<file path="config.mk">
export PLATFORM = sky130hd
export DESIGN_NAME = dab_top
export DESIGN_NICKNAME = d
export VERILOG_FILES = /design/src/rtl/dab_pkg.sv /design/src/rtl/dab_top.sv /design/src/rtl/dab_pwm_core.sv /design/src/rtl/dab_modulator_ctrl.sv /design/src/rtl/dab_compare_calc.sv /design/src/rtl/dab_apb_regs.sv
export SDC_FILE = /design/constraint.sdc
export NUM_CORES = 1
export LEC_CHECK = 0
export BUFFER_PORTS_ARGS = -buffer_cell sky130_fd_sc_hd__buf_2
export CAP_MARGIN = 20
export CORE_MARGIN = 3
export CORE_UTILIZATION = 55
export DETAILED_ROUTE_END_ITERATION = 8
export PLACE_DENSITY = 0.72
export SYNTH_ARGS = -nofsm -noshare
export SYNTH_HDL_FRONTEND = slang
export SYNTH_SLANG_ARGS = --single-unit
</file>
<file path="constraint.sdc">
create_clock -name clock -period 13.3 [get_ports clock]
set_input_delay 0.665 -clock clock [delete_from_list [all_inputs] [get_ports clock]]
set_output_delay 0.665 -clock clock [all_outputs]
set_load 0.005 [all_outputs]
</file>
<file path="src/rtl/dab_pkg.sv">
// Shared types for the DAB modulator; four channels and 16-bit compare values are fixed
`default_nettype none

package dab_pkg;

    localparam int DATA_W = 16;
    localparam int N_CH = 4;
    localparam int CH_W = $clog2(N_CH);
    localparam int APB_AW = 8;

    // Register map, byte offsets
    localparam logic [APB_AW-1:0] ADDR_CTRL = 8'h00;
    localparam logic [APB_AW-1:0] ADDR_MODE = 8'h04;
    localparam logic [APB_AW-1:0] ADDR_PERIOD = 8'h08;
    localparam logic [APB_AW-1:0] ADDR_DUTY = 8'h0C;
    localparam logic [APB_AW-1:0] ADDR_PHASE1 = 8'h10;
    localparam logic [APB_AW-1:0] ADDR_PHASE2 = 8'h14;
    localparam logic [APB_AW-1:0] ADDR_STATUS = 8'h18;

    typedef enum logic {
        MODE_SPS = 1'b0,
        MODE_DPS = 1'b1
    } mod_mode_e;

    typedef enum logic [2:0] {
        ST_IDLE,
        ST_CALC,
        ST_WRITE,
        ST_ENABLE,
        ST_DISABLE
    } ctrl_state_e;

    // The controller walks these in order, so the rise and fall blocks must stay contiguous
    typedef enum logic [3:0] {
        REG_PERIOD = 4'd0,
        REG_RISE0 = 4'd1,
        REG_RISE1 = 4'd2,
        REG_RISE2 = 4'd3,
        REG_RISE3 = 4'd4,
        REG_FALL0 = 4'd5,
        REG_FALL1 = 4'd6,
        REG_FALL2 = 4'd7,
        REG_FALL3 = 4'd8,
        REG_ENABLE = 4'd9
    } pwm_reg_e;

    typedef struct packed {
        logic valid;
        pwm_reg_e target;
        logic [DATA_W-1:0] data;
    } pwm_write_t;

    typedef struct packed {
        mod_mode_e mode;
        logic [DATA_W-1:0] period;
        logic [DATA_W-1:0] duty;
        logic signed [DATA_W-1:0] phase_1;
        logic signed [DATA_W-1:0] phase_2;
    } dab_params_t;

    typedef struct packed {
        logic start;
        logic stop;
        logic update;
    } dab_cmd_t;

    typedef struct packed {
        logic [N_CH-1:0][DATA_W-1:0] rise;
        logic [N_CH-1:0][DATA_W-1:0] fall;
    } edge_set_t;

    typedef struct packed {
        logic running;
        logic busy;
    } dab_status_t;

endpackage

`default_nettype wire
</file>
<file path="src/rtl/dab_top.sv">
// DAB pre-modulation top; APB3 slave with no wait states driving four PWM outputs
`timescale 1ns/1ps
`default_nettype none

module dab_top (
    input wire logic clock,
    input wire logic reset,
    input wire logic psel,
    input wire logic penable,
    input wire logic pwrite,
    input wire logic [dab_pkg::APB_AW-1:0] paddr,
    input wire logic [31:0] pwdata,
    output logic [31:0] prdata,
    output logic pready,
    output logic pslverr,
    output logic [dab_pkg::N_CH-1:0] pwm_out,
    output dab_pkg::dab_status_t status
);
    import dab_pkg::*;

    dab_params_t params;
    dab_cmd_t cmd;
    edge_set_t edges;
    pwm_write_t pwm_wr;
    logic calc_start;
    logic calc_done;

    dab_apb_regs regs (
        .clock(clock), .reset(reset), .psel(psel), .penable(penable), .pwrite(pwrite),
        .paddr(paddr), .pwdata(pwdata), .prdata(prdata), .pready(pready),
        .pslverr(pslverr), .status(status), .params(params), .cmd(cmd)
    );

    dab_compare_calc calc (
        .clock(clock), .reset(reset), .calc_start(calc_start), .params(params),
        .edges(edges), .calc_done(calc_done)
    );

    dab_modulator_ctrl ctrl (
        .clock(clock), .reset(reset), .params(params), .cmd(cmd), .calc_start(calc_start),
        .edges(edges), .calc_done(calc_done), .pwm_wr(pwm_wr), .status(status)
    );

    dab_pwm_core pwm (
        .clock(clock), .reset(reset), .pwm_wr(pwm_wr), .pwm_out(pwm_out)
    );

endmodule

`default_nettype wire

</file>
<file path="src/rtl/dab_pwm_core.sv">
// Four-channel PWM; no dead time, edges must satisfy 0 <= rise < fall <= period
`timescale 1ns/1ps
`default_nettype none

module dab_pwm_core (
    input wire logic clock,
    input wire logic reset,
    input wire dab_pkg::pwm_write_t pwm_wr,
    output logic [dab_pkg::N_CH-1:0] pwm_out
);
    import dab_pkg::*;

    logic [DATA_W-1:0] shadow_period;
    logic [DATA_W-1:0] active_period;
    edge_set_t shadow_edges;
    edge_set_t active_edges;
    logic [DATA_W-1:0] count;
    logic enable;
    logic enable_wr;
    logic wrap;
    logic load;
    logic [CH_W-1:0] wr_ch;

    assign enable_wr = pwm_wr.valid && pwm_wr.target == REG_ENABLE;
    assign wrap = enable && count == active_period - DATA_W'(1);
    // The active set also loads when the generator is switched on
    assign load = wrap || (enable_wr && pwm_wr.data[0] && !enable);
    assign wr_ch = CH_W'(pwm_wr.target - REG_RISE0);

    always_ff @(posedge clock) begin
        if (pwm_wr.valid) begin
            case (pwm_wr.target)
                REG_PERIOD: shadow_period <= pwm_wr.data;
                REG_RISE0, REG_RISE1, REG_RISE2, REG_RISE3:
                    shadow_edges.rise[wr_ch] <= pwm_wr.data;
                REG_FALL0, REG_FALL1, REG_FALL2, REG_FALL3:
                    shadow_edges.fall[wr_ch] <= pwm_wr.data;
                default: ;
            endcase
        end
        if (load) begin
            active_period <= shadow_period;
            active_edges <= shadow_edges;
        end
    end

    always_ff @(posedge clock) begin
        if (!reset) begin
            enable <= 1'b0;
            count <= '0;
            pwm_out <= '0;
        end else begin
            if (enable_wr) begin
                enable <= pwm_wr.data[0];
            end
            if (!enable || (enable_wr && !pwm_wr.data[0])) begin
                count <= '0;
                pwm_out <= '0;
            end else begin
                count <= wrap ? '0 : count + DATA_W'(1);
                for (int k = 0; k < N_CH; k++) begin
                    pwm_out[k] <= count >= active_edges.rise[k] && count < active_edges.fall[k];
                end
            end
        end
    end

endmodule

`default_nettype wire

</file>
<file path="src/rtl/dab_modulator_ctrl.sv">
// Sequencer for calc and PWM writes; commands seen while busy are dropped and stop beats start
`timescale 1ns/1ps
`default_nettype none

module dab_modulator_ctrl (
    input wire logic clock,
    input wire logic reset,
    input wire dab_pkg::dab_params_t params,
    input wire dab_pkg::dab_cmd_t cmd,
    output logic calc_start,
    input wire dab_pkg::edge_set_t edges,
    input wire logic calc_done,
    output dab_pkg::pwm_write_t pwm_wr,
    output dab_pkg::dab_status_t status
);
    import dab_pkg::*;

    ctrl_state_e state;
    ctrl_state_e state_next;
    pwm_reg_e wr_reg;
    logic [CH_W-1:0] wr_ch;
    logic [DATA_W-1:0] wr_data;
    logic accept;

    assign accept = (state == ST_IDLE) && !status.busy;

    // Parameters are sampled in the same cycle the update pulse is taken
    assign calc_start = accept && cmd.update && !cmd.start && !cmd.stop;

    always_comb begin
        state_next = state;
        case (state)
            ST_IDLE: begin
                if (accept) begin
                    if (cmd.stop) begin
                        state_next = ST_DISABLE;
                    end else if (cmd.start) begin
                        state_next = ST_ENABLE;
                    end else if (cmd.update) begin
                        state_next = ST_CALC;
                    end
                end
            end
            ST_CALC: begin
                if (calc_done) begin
                    state_next = ST_WRITE;
                end
            end
            ST_WRITE: begin
                if (wr_reg == REG_FALL3) begin
                    state_next = ST_IDLE;
                end
            end
            default: state_next = ST_IDLE;
        endcase
    end

    // Rise k and fall k sit at opcodes k+1 and k+5, so the low bits of index-1 give the channel
    assign wr_ch = CH_W'(wr_reg - REG_RISE0);

    always_comb begin
        if (wr_reg == REG_PERIOD) begin
            wr_data = params.period;
        end else if (wr_reg <= REG_RISE3) begin
            wr_data = edges.rise[wr_ch];
        end else begin
            wr_data = edges.fall[wr_ch];
        end
    end

    always_ff @(posedge clock) begin
        if (!reset) begin
            state <= ST_IDLE;
            wr_reg <= REG_PERIOD;
            pwm_wr <= '0;
            status <= '0;
        end else begin
            state <= state_next;
            // Covers the cycle after the last write leaves the FSM
            status.busy <= (state_next != ST_IDLE) || (state != ST_IDLE);
            pwm_wr.valid <= 1'b0;
            case (state)
                ST_CALC: wr_reg <= REG_PERIOD;
                ST_WRITE: begin
                    pwm_wr <= '{valid: 1'b1, target: wr_reg, data: wr_data};
                    wr_reg <= pwm_reg_e'(wr_reg + 1);
                end
                ST_ENABLE: begin
                    pwm_wr <= '{valid: 1'b1, target: REG_ENABLE, data: DATA_W'(1)};
                    status.running <= 1'b1;
                end
                ST_DISABLE: begin
                    pwm_wr <= '{valid: 1'b1, target: REG_ENABLE, data: '0};
                    status.running <= 1'b0;
                end
                default: ;
            endcase
        end
    end

endmodule

`default_nettype wire

</file>
<file path="src/rtl/dab_compare_calc.sv">
// SPS/DPS edge calculation in one cycle; results that fall outside 0..period are not clamped
`timescale 1ns/1ps
`default_nettype none

module dab_compare_calc (
    input wire logic clock,
    input wire logic reset,
    input wire logic calc_start,
    input wire dab_pkg::dab_params_t params,
    output dab_pkg::edge_set_t edges,
    output logic calc_done
);
    import dab_pkg::*;

    // Two extra bits keep the signed sums from overflowing before truncation
    logic signed [DATA_W+1:0] half_period;
    logic signed [DATA_W+1:0] half_duty;
    logic signed [DATA_W+1:0] p1;
    logic signed [DATA_W+1:0] p2;
    logic signed [DATA_W+1:0] shift [N_CH];
    logic signed [DATA_W+1:0] rise_sum [N_CH];
    logic signed [DATA_W+1:0] fall_sum [N_CH];

    assign half_period = $signed({2'b00, params.period}) / 2;
    assign half_duty = $signed({2'b00, params.duty}) / 2;
    assign p1 = params.phase_1 / 2;
    assign p2 = params.phase_2 / 2;

    always_comb begin
        shift[0] = '0;
        if (params.mode == MODE_SPS) begin
            shift[1] = '0;
            shift[2] = p1;
            shift[3] = p1;
        end else begin
            shift[1] = p2;
            shift[2] = p1;
            shift[3] = p1 + p2;
        end
        for (int k = 0; k < N_CH; k++) begin
            rise_sum[k] = half_period - half_duty + shift[k];
            fall_sum[k] = half_period + half_duty + shift[k];
        end
    end

    always_ff @(posedge clock) begin
        if (calc_start) begin
            for (int k = 0; k < N_CH; k++) begin
                edges.rise[k] <= rise_sum[k][DATA_W-1:0];
                edges.fall[k] <= fall_sum[k][DATA_W-1:0];
            end
        end
    end

    always_ff @(posedge clock) begin
        if (!reset) begin
            calc_done <= 1'b0;
        end else begin
            calc_done <= calc_start;
        end
    end

endmodule

`default_nettype wire

</file>
<file path="src/rtl/dab_apb_regs.sv">
// APB3 register block without wait states; CTRL is write-only and reads as zero, STATUS is read-only
`timescale 1ns/1ps
`default_nettype none

module dab_apb_regs (
    input wire logic clock,
    input wire logic reset,
    input wire logic psel,
    input wire logic penable,
    input wire logic pwrite,
    input wire logic [dab_pkg::APB_AW-1:0] paddr,
    input wire logic [31:0] pwdata,
    output logic [31:0] prdata,
    output logic pready,
    output logic pslverr,
    input wire dab_pkg::dab_status_t status,
    output dab_pkg::dab_params_t params,
    output dab_pkg::dab_cmd_t cmd
);
    import dab_pkg::*;

    logic access;
    logic addr_ok;

    assign access = psel && penable;
    assign pready = access;

    always_comb begin
        case (paddr)
            ADDR_CTRL, ADDR_MODE, ADDR_PERIOD, ADDR_DUTY,
            ADDR_PHASE1, ADDR_PHASE2, ADDR_STATUS: addr_ok = 1'b1;
            default: addr_ok = 1'b0;
        endcase
    end

    assign pslverr = access && (!addr_ok || (pwrite && paddr == ADDR_STATUS));

    // Command bits only live for the cycle after the write
    always_ff @(posedge clock) begin
        if (!reset) begin
            params <= '0;
            cmd <= '0;
        end else begin
            cmd <= '0;
            if (access && pwrite) begin
                case (paddr)
                    ADDR_CTRL: cmd <= '{start: pwdata[0], stop: pwdata[1], update: pwdata[2]};
                    ADDR_MODE: params.mode <= mod_mode_e'(pwdata[0]);
                    ADDR_PERIOD: params.period <= pwdata[DATA_W-1:0];
                    ADDR_DUTY: params.duty <= pwdata[DATA_W-1:0];
                    ADDR_PHASE1: params.phase_1 <= pwdata[DATA_W-1:0];
                    ADDR_PHASE2: params.phase_2 <= pwdata[DATA_W-1:0];
                    default: ;
                endcase
            end
        end
    end

    // Phases come back as raw bits, zero-extended
    always_comb begin
        prdata = '0;
        if (access && !pwrite) begin
            case (paddr)
                ADDR_MODE: prdata = {31'b0, params.mode};
                ADDR_PERIOD: prdata = {{(32-DATA_W){1'b0}}, params.period};
                ADDR_DUTY: prdata = {{(32-DATA_W){1'b0}}, params.duty};
                ADDR_PHASE1: prdata = {{(32-DATA_W){1'b0}}, params.phase_1};
                ADDR_PHASE2: prdata = {{(32-DATA_W){1'b0}}, params.phase_2};
                ADDR_STATUS: prdata = {{(32-$bits(dab_status_t)){1'b0}}, status};
                default: prdata = '0;
            endcase
        end
    end

endmodule

`default_nettype wire

</file>
### Word-level counts from Yosys, hierarchy flattened

Index checks and enable logic that the tools add are counted.

| storage, ports and cells | value |
|---|---|
| flip-flop bits (word level) | 536 |
| input bits | 45 |
| output and inout port bits | 40 |

| operators by class | value |
|---|---|
| add/sub/neg operators | 16 |
| magnitude comparators | 12 |
| equality and inequality tests | 21 |
| mux-type cells | 24 |
| bitwise operators | 3 |
| reduce and logical (&&, ||, !) cells | 53 |

Operator list:

| kind | count |
|---|---|
| $bwmux 64 | 2 |
| $add 16x16->16 | 6 |
| $pmux 16 s6 | 1 |
| $mux 16 | 5 |
| $bmux 16 s2 | 2 |
| $ge 16x16->1 | 4 |
| $lt 16x16->1 | 4 |
| $pmux 21 s3 | 1 |
| $mux 52 | 1 |
| $add 18x1->18 | 2 |
| $demux 16 s2 | 1 |
| $mux 32 | 1 |
| $eq 8x5->1 const B | 3 |
| $logic_and 1x1->1 | 19 |
| $add 18x18->18 | 1 |
| $mux 3 | 6 |
| $add 15x15->16 | 1 |
| $add 16x1->16 const B | 1 |
| $eq 16x16->1 | 1 |
| $eq 4x3->1 const B | 4 |
| $eq 8x4->1 const B | 2 |
| $reduce_and 2->1 | 8 |
| $sub 15x15->16 | 1 |
| $sub 16x1->16 const B | 1 |
| 30 further kinds | 51 |

### Logic depth before layout (Yosys ltp)

Gate-level depths: netlist of the first run.

| logic depth | value |
|---|---|
| depth in word-level cells | 7 |
| mapped depth | 22 |

### Cells and area by module

From an unflattened synthesis of the first run, not the netlist that was laid out.

| unflattened totals | value |
|---|---|
| cells, all modules | 2,474 |
| area total of the unflattened synthesis | 29,218.0 µm² |

Modules (own cells, without submodules):

| module | times used | cells an instance | area an instance (µm²) |
|---|---|---|---|
| dab_pwm_core | 1 | 878 | 13,101.3 |
| dab_compare_calc | 1 | 1,045 | 10,413.7 |
| dab_apb_regs | 1 | 356 | 3,410.8 |
| dab_modulator_ctrl | 1 | 195 | 2,292.2 |

### Worst setup path after synthesis of the first run

Ideal clock, no wire load.

| timing path | value |
|---|---|
| kind | flip-flop to flip-flop |
| start point | register ctrl.state[0] |
| end point | register calc.calc_done |
| library setup time | 127 ps |
| data arrival time | 13,508 ps |
| required time | 13,173 ps |
| setup slack | -335 ps |
| cell stages (with the launch flop) | 6 |
| path buffers | 1 |
| clock period less this slack | 13,635 ps |
| path through | dfxtp_1 clkbuf_1 nor2_1 nand3b_1 nor4_1 and2_1 |

| on the way | value |
|---|---|
| longest elaborated chain between the ends | 5 |

RTL lines:

| item | RTL line | RTL |
|---|---|---|
| start, declared | dab_modulator_ctrl.sv:18 | `ctrl_state_e state;` |
| start signal, assigned | dab_modulator_ctrl.sv:78 | `state <= state_next;` |
| $logic_not 3->1 | dab_modulator_ctrl.sv:25 | `assign accept = (state == ST_IDLE) && !status.busy;` |
| $logic_and 1x1->1 | dab_modulator_ctrl.sv:25 |  |
| $logic_and 1x1->1 (3 in series) | dab_modulator_ctrl.sv:28 | `assign calc_start = accept && cmd.update && !cmd.start && !cmd.stop;` |
| via calc.calc_start | dab_compare_calc.sv:8 | `input wire logic calc_start,` |
| end signal, assigned | dab_compare_calc.sv:59 | `calc_done <= calc_start;` |
| end, declared | dab_compare_calc.sv:11 | `output logic calc_done` |

The timed path passes the listed nets, and every way through them passes these cells.
A chain may end at the register's enable or synchronous reset.

==> results of run 1 <==
## report_power, final
| part | internal (mW) | total, mW | switching [mW] |
|---|---|---|---|
| Clock | 0.892 | 1.54 | 0.648 |
| Combinational | 0.00658 | 0.0225 | 0.0159 |
| Sequential | 1.78 | 1.78 | 0.000156 |
| Total | 2.68 | 3.34 | 0.664 |
## worst max path at each step
stage / from / to / slack (ns) / cells past startpoint
4_1_cts: regs.params[31] / calc.edges[127] / 7.56 / 21
3_3_place_gp: regs.params[31] / calc.edges[127] / 7.67 / 21
5_1_grt: regs.params[31] / calc.edges[127] / 6.96 / 21
2_1_floorplan: ctrl.pwm_wr[20] / pwm.active_edges[0] / 1.63 / 3
3_5_place_dp: regs.params[31] / calc.edges[127] / 7.56 / 21
6_report: regs.params[31] / calc.edges[127] / 7.57 / 21
## cell type report
class | count | area, um2
Fill cell | 4086 | 19880
Sequential cell | 535 | 14870
Multi-Input combinational cell | 1748 | 12850
Clock buffer | 78 | 1575
Tap cell | 680 | 850.8
Inverter | 204 | 765.7
Timing Repair Buffer | 78 | 455.4
Clock inverter | 26 | 267.8
## layer usage
metal / vias to the layer above / part of all wire [%] / GRT usage (%)
met5: - / 0 / 0
li1: 9416 / - / -
met1: 9377 / 41 / 29.53
met3: 161 / 4.8 / 3.286
met2: 525 / 50 / 40.99
met4: 0 / 4.0 / 9.293
## critical path, cell delays in order (launching register included)
cell and delay [ns]:
dfxtp_1 0.61, and2_1 0.23, ha_1 0.19, xor2_1 0.37, inv_1 0.20, fa_1 0.48, nor2b_1 0.14, o21ai_0 0.10
a21boi_0 0.18, o21ai_0 0.17, a211oi_1 0.39, xnor2_1 0.11, a21oi_1 0.33, ha_1 0.35, a21o_1 0.20, a21oi_1 0.22
o21ai_0 0.11, a41o_1 0.23, o21a_1 0.24, a221oi_1 0.35, xnor2_1 0.13, xnor2_1 0.15
## through the flow
step	utilization [%]	hold slack (ns)	setup slack [ns]
after floorplan	-	0.4003	1.631
final	61.41	0.3038	7.569
after global routing	61.41	0.2933	6.962
after detailed placement	57.84	0.4045	7.560
after CTS	61.41	0.2716	7.558
after global placement	57.84	0.4001	7.668
## cells in the mapped netlist, types with 5 or more instances
master,count,area (um2)
o21a_1,15,112.6
a221oi_1,9,78.83
nand2_1,220,825.8
or3_1,10,62.56
ha_1,267,3341
xnor2_1,124,1086
a21oi_1,187,935.9
or2_2,5,31.28
or4_1,7,52.55
nor2_1,174,653.1
a2111oi_0,9,78.83
nand4_1,32,200.2
buf_4,16,120.1
a21o_1,64,480.5
a31oi_1,10,62.56
nand3_1,39,195.2
o31ai_1,11,82.58
and2_1,29,181.4
dfxtp_1,120,2402
mux4_2,32,720.7
o21bai_1,17,127.6
nor4_1,11,68.82
xor2_1,46,402.9
o41ai_1,6,52.55
a22oi_1,48,360.4
o211ai_1,11,82.58
nand2b_1,31,193.9
inv_1,203,762.0
edfxtp_1,415,12460
nor3_1,52,260.3
clkbuf_1,67,251.5
a211oi_1,19,142.6
a211o_1,5,43.79
mux2i_1,23,230.2
o21ai_0,92,460.4
o311ai_0,5,43.79
a31o_2,5,43.79
nor3b_1,5,37.54
nor2b_1,32,200.2
fa_1,9,180.2
and3_1,20,125.1
## logic make-up after synthesis
group / Yosys count
AND/OR/NAND/NOR: 678
AO/OA/AOI/OAI: 549
flip-flops: 535
buffers and inverters: 296
adder cells (fa/ha/maj): 276
XOR/XNOR: 170
multiplexers: 59
other: 1
==> impl_metrics.ini, run 1 <==
[yosys]
synth_top_family_by_area = compound AO/OA/AOI/OAI gates
synth_compound_gate_area_share_pct = 12.24
ys.warnings.count = 0
synthDistinctLibCells = 74
synth_ff_type = edfxtp_1
synth.mux.area_fraction_pct = 3.460
synth_xor_area_share_pct = 5.173
synth-simple-area-share_pct = 11.10
synth-seq-cells = 535
ys_seq_area_share_pct = 51.64
synth.avg_cell_area_um2 = 11.23
syn_inst = 2564
synth-edff-count = 415
syn_area_um2 = 28790
synthArstFlopShare_pct = 0
synth_fa_ha_area_share_pct = 12.23

[timing]
tightest_slew_ns = 1.117
fin_crit_sh_pct = 43.09
hold_violations = 0
fin_skew_ns = 0.01326
rsz0062_at_grt = no
drv_slew = 0
clock.fmax_ghz = 0.1745
final-setup-viol-count = 0
fin_crit_ns = 5.731
relSlewSlack_pct = 24.53
setup_tns_ns = 0

[setup_path]
cp.arrival_ns = 6.11
rr_worst_depth = 21
start_kind = flop
r2r_setup_slack_ns = 7.57
end_kind = flop
required_ns = 13.68
crit_fanout = 5
r2r-start = regs.params[31]
crit_type = flop to flop
regToRegEndpoint = calc.edges[127]

[place]
dpl.hpwl_um = 47970
gp_congestion = 0.9139
port_buffers = 52
placed_area_um2 = 29790
dp_cells = 3245

[worst_hold_path]
min-delay-start = pwdata[9]
hp-class = input port to flop
hold_path_end = regs.params[9]
holdPathStages = 3

[cts]
cts_root_buf = clkbuf_16
clkLatencyLatePin_ns = 0.62
clk_pin_slew_ns = 0.06
post-cts-setup-buffers = 0
cts_buffer_depth = 3
htreeDepth = 2
cts_buffers = 55
cts_tree = built
cts-resized-gates = 0
clock_sinks = 535
holdBufCountCts = 0

[route]
viasPerCell = 5.816
drt-total-wl_um = 65750
final_antenna_net_count = 0
drtPass1Iterations = 6
vias = 19480
wl_per_cell_um = 19.63
drc = 0
drt_iter0_drc = 1505

[die]
die_x_um = 234.8
row_count = 83
die_h_um = 234.8
start_util_pct = 55.88
dieArea_um2 = 55120
coreArea_um2 = 51510
num_io_pins = 85

[pwr]
power_density_nw_per_um2 = 105.6
ir_worst_vdd_mv = 0.09583
finalPower_mw = 3.340
power.leakage_nw = 12.60

[finish]
nets = 2943
syn2layout_area_growth_pct = 9.897
final_cells = 3349
final_cell_area_um2 = 31630
layout-drive-gt1-share_pct = 8.955
layout.cells.most_common = edfxtp_1
n_antenna_cell = 0
final_cell_mix = edfxtp_1 (415), ha_1 (266), nand2_1 (220), inv_1 (203), a21oi_1 (186)

[global_route]
grt_pass1_vias = 19420
grt_util_all_layers_pct = 23.46
overflow = 0
grt_pass1_wl_um = 103100
grt_max_degree = 92
antenna_found_initial = 0

[outcome]
status = finished, final reports clean

[job]
maxCapViolCount = 0
Note: power is estimated with default switching activity, not from simulation.
==> run 2, diff against run 1 <==
Clock period 13.3 ns to 4.67 ns, I/O delays scaled along.
==> run 2 against run 1 <==
- die area unchanged
- cell area up 5.0%
- utilization up 3.1 points
- non-clock buffer count up 143
==> impl_metrics.ini, run 2 (synthesis results as in run 1) <==
[place]
dpl.hpwl_um = 50280
gp_congestion = 0.9248
port_buffers = 52

[global_route]
overflow = 0
antenna_found_initial = 0
grt_pass1_vias = 20440
grt_max_degree = 129
grt_util_all_layers_pct = 24.61
grt_pass1_wl_um = 108100

[job]
maxCapViolCount = 0

[pwr]
power.leakage_nw = 13.45
power_density_nw_per_um2 = 286.7
finalPower_mw = 9.522
ir_worst_vdd_mv = 0.2714

[worst_hold_path]
holdPathStages = 4
min-delay-start = paddr[1]
hp-class = input port to flop

[die]
start_util_pct = 55.88
die_h_um = 234.8
row_count = 83
num_io_pins = 85
die_x_um = 234.8
coreArea_um2 = 51510
dieArea_um2 = 55120

[setup_path]
regToRegEndpoint = calc.edges[127]
crit_chain = and2_1 > ha_1 > and3_1 > xor2_2 > ha_1 > buf_4 > o21ai_1 > nor2_2 > o221ai_2 > nor2b_4 > o21ai_1 > xnor2_1 > a21oi_2 > ha_4 > and3_4 > nand3_1 > o21ai_0 > a41o_1 > o21a_1 > a221oi_2 > xnor2_1 > xnor2_1
rr_worst_depth = 22
startpoint = regs.params[31]
cp.arrival_ns = 4.92
start_kind = flop
crit_type = flop to flop
r2r_setup_slack_ns = 0.11
max_stage_delay_ns = 0.30
cp_common_cell = xnor2_1
end_kind = flop
r2r-start = regs.params[31]
crit_path_end = calc.edges[127]
required_ns = 5.03
slowest_stage = dfxtp_1
crit_fanout = 3

[cts]
cts_buffers = 55
cts_tree = built
clk_pin_slew_ns = 0.06
cts_buffer_depth = 3
htreeDepth = 2
clock_sinks = 535
clkLatencyLatePin_ns = 0.62
cts_root_buf = clkbuf_16

[finish]
final_cell_mix = edfxtp_1 (415), ha_1 (254), nand2_1 (219), inv_1 (203), a21oi_1 (177)
n_antenna_cell = 0
final_util_pct = 64.47
layout-drive-gt1-share_pct = 15.19
layout.cells.most_common = edfxtp_1
nets = 3086
syn2layout_area_growth_pct = 15.37

[timing]
relSlewSlack_pct = 23.22
fin_crit_ns = 4.559
drv_slew = 0
final-setup-viol-count = 0
hold_violations = 0
rsz0062_at_grt = yes
fin_crit_sh_pct = 97.62
clock.fmax_ghz = 0.2194
fin_skew_ns = 0.01605
tightest_slew_ns = 1.147
setup_tns_ns = 0

[route]
drt-total-wl_um = 69170
drt_iter0_drc = 1468
drc = 0
final_antenna_net_count = 0
viasPerCell = 5.788
drtPass1Iterations = 5
vias = 20210
wl_per_cell_um = 19.81

[outcome]
status = finished, final reports clean
run 2: worst min-delay path by stage:
stage | end | slack [ns]
6_report | regs.cmd[1] | 0.07
5_1_grt | regs.cmd[2] | 0.1
2_1_floorplan | regs.cmd[0] | 0.35
3_5_place_dp | pwm.active_edges[106] | 0.40
3_3_place_gp | pwm.active_edges[16] | 0.40
4_1_cts | regs.cmd[2] | 0.04
run 2: through the flow:
stage               area [um2]  worst slack [ns]  hold WS, ns  std cells
floorplan                28890           -0.5042       0.3457       2579
global placement         30720          -0.06110       0.4003       3363
detailed placement       30720           -0.1881       0.4045       3363
CTS                      32770          0.001742      0.03671       3484
global route             33210           -0.1188      0.09967       3491
finish                   33210            0.1112      0.06699       3491
run 2: what timing repair did:
action	4_1_cts	5_1_grt
pin swaps	0	37
setup endpoints to repair	5	17
hold buffers	18	0
resized for setup	13	72
hold endpoints to repair	72	0
setup buffers	0	7
run 2: power breakdown:
group          leakage [nW]  internal, mW  switching [mW]  total (mW)
logic                  8.08        0.0298          0.0491      0.0789
clock network         0.902          2.52            1.86        4.38
registers              4.47          5.06        0.000449        5.06
run 2: critical path: cells and delay by family (launching register included):
family,cells,cell delay (ns)
AO/OA/AOI/OAI,8,1.52
XOR/XNOR,4,0.59
adder cells (fa/ha/maj),3,0.78
buffers and inverters,1,0.14
flip-flops,1,0.30
AND/OR/NAND/NOR,6,0.97
run 2: final cells by class:
class                   count  area [um2]
inverters                 204       765.7
clock buffers              74        1518
well taps                 680       850.8
flip-flops and latches    535       14870
repair buffers            221        1612
fillers                  3919       18300
clock inverters            29       304.0
multi-input cells        1748       13290
run 2: metal layers:
metal / global-route usage (%) / share of wire [%]
met4: 9.479 / 3.5
met3: 2.676 / 4.4
met2: 43.33 / 51
met1: 31.30 / 41
met5: 0 / 0
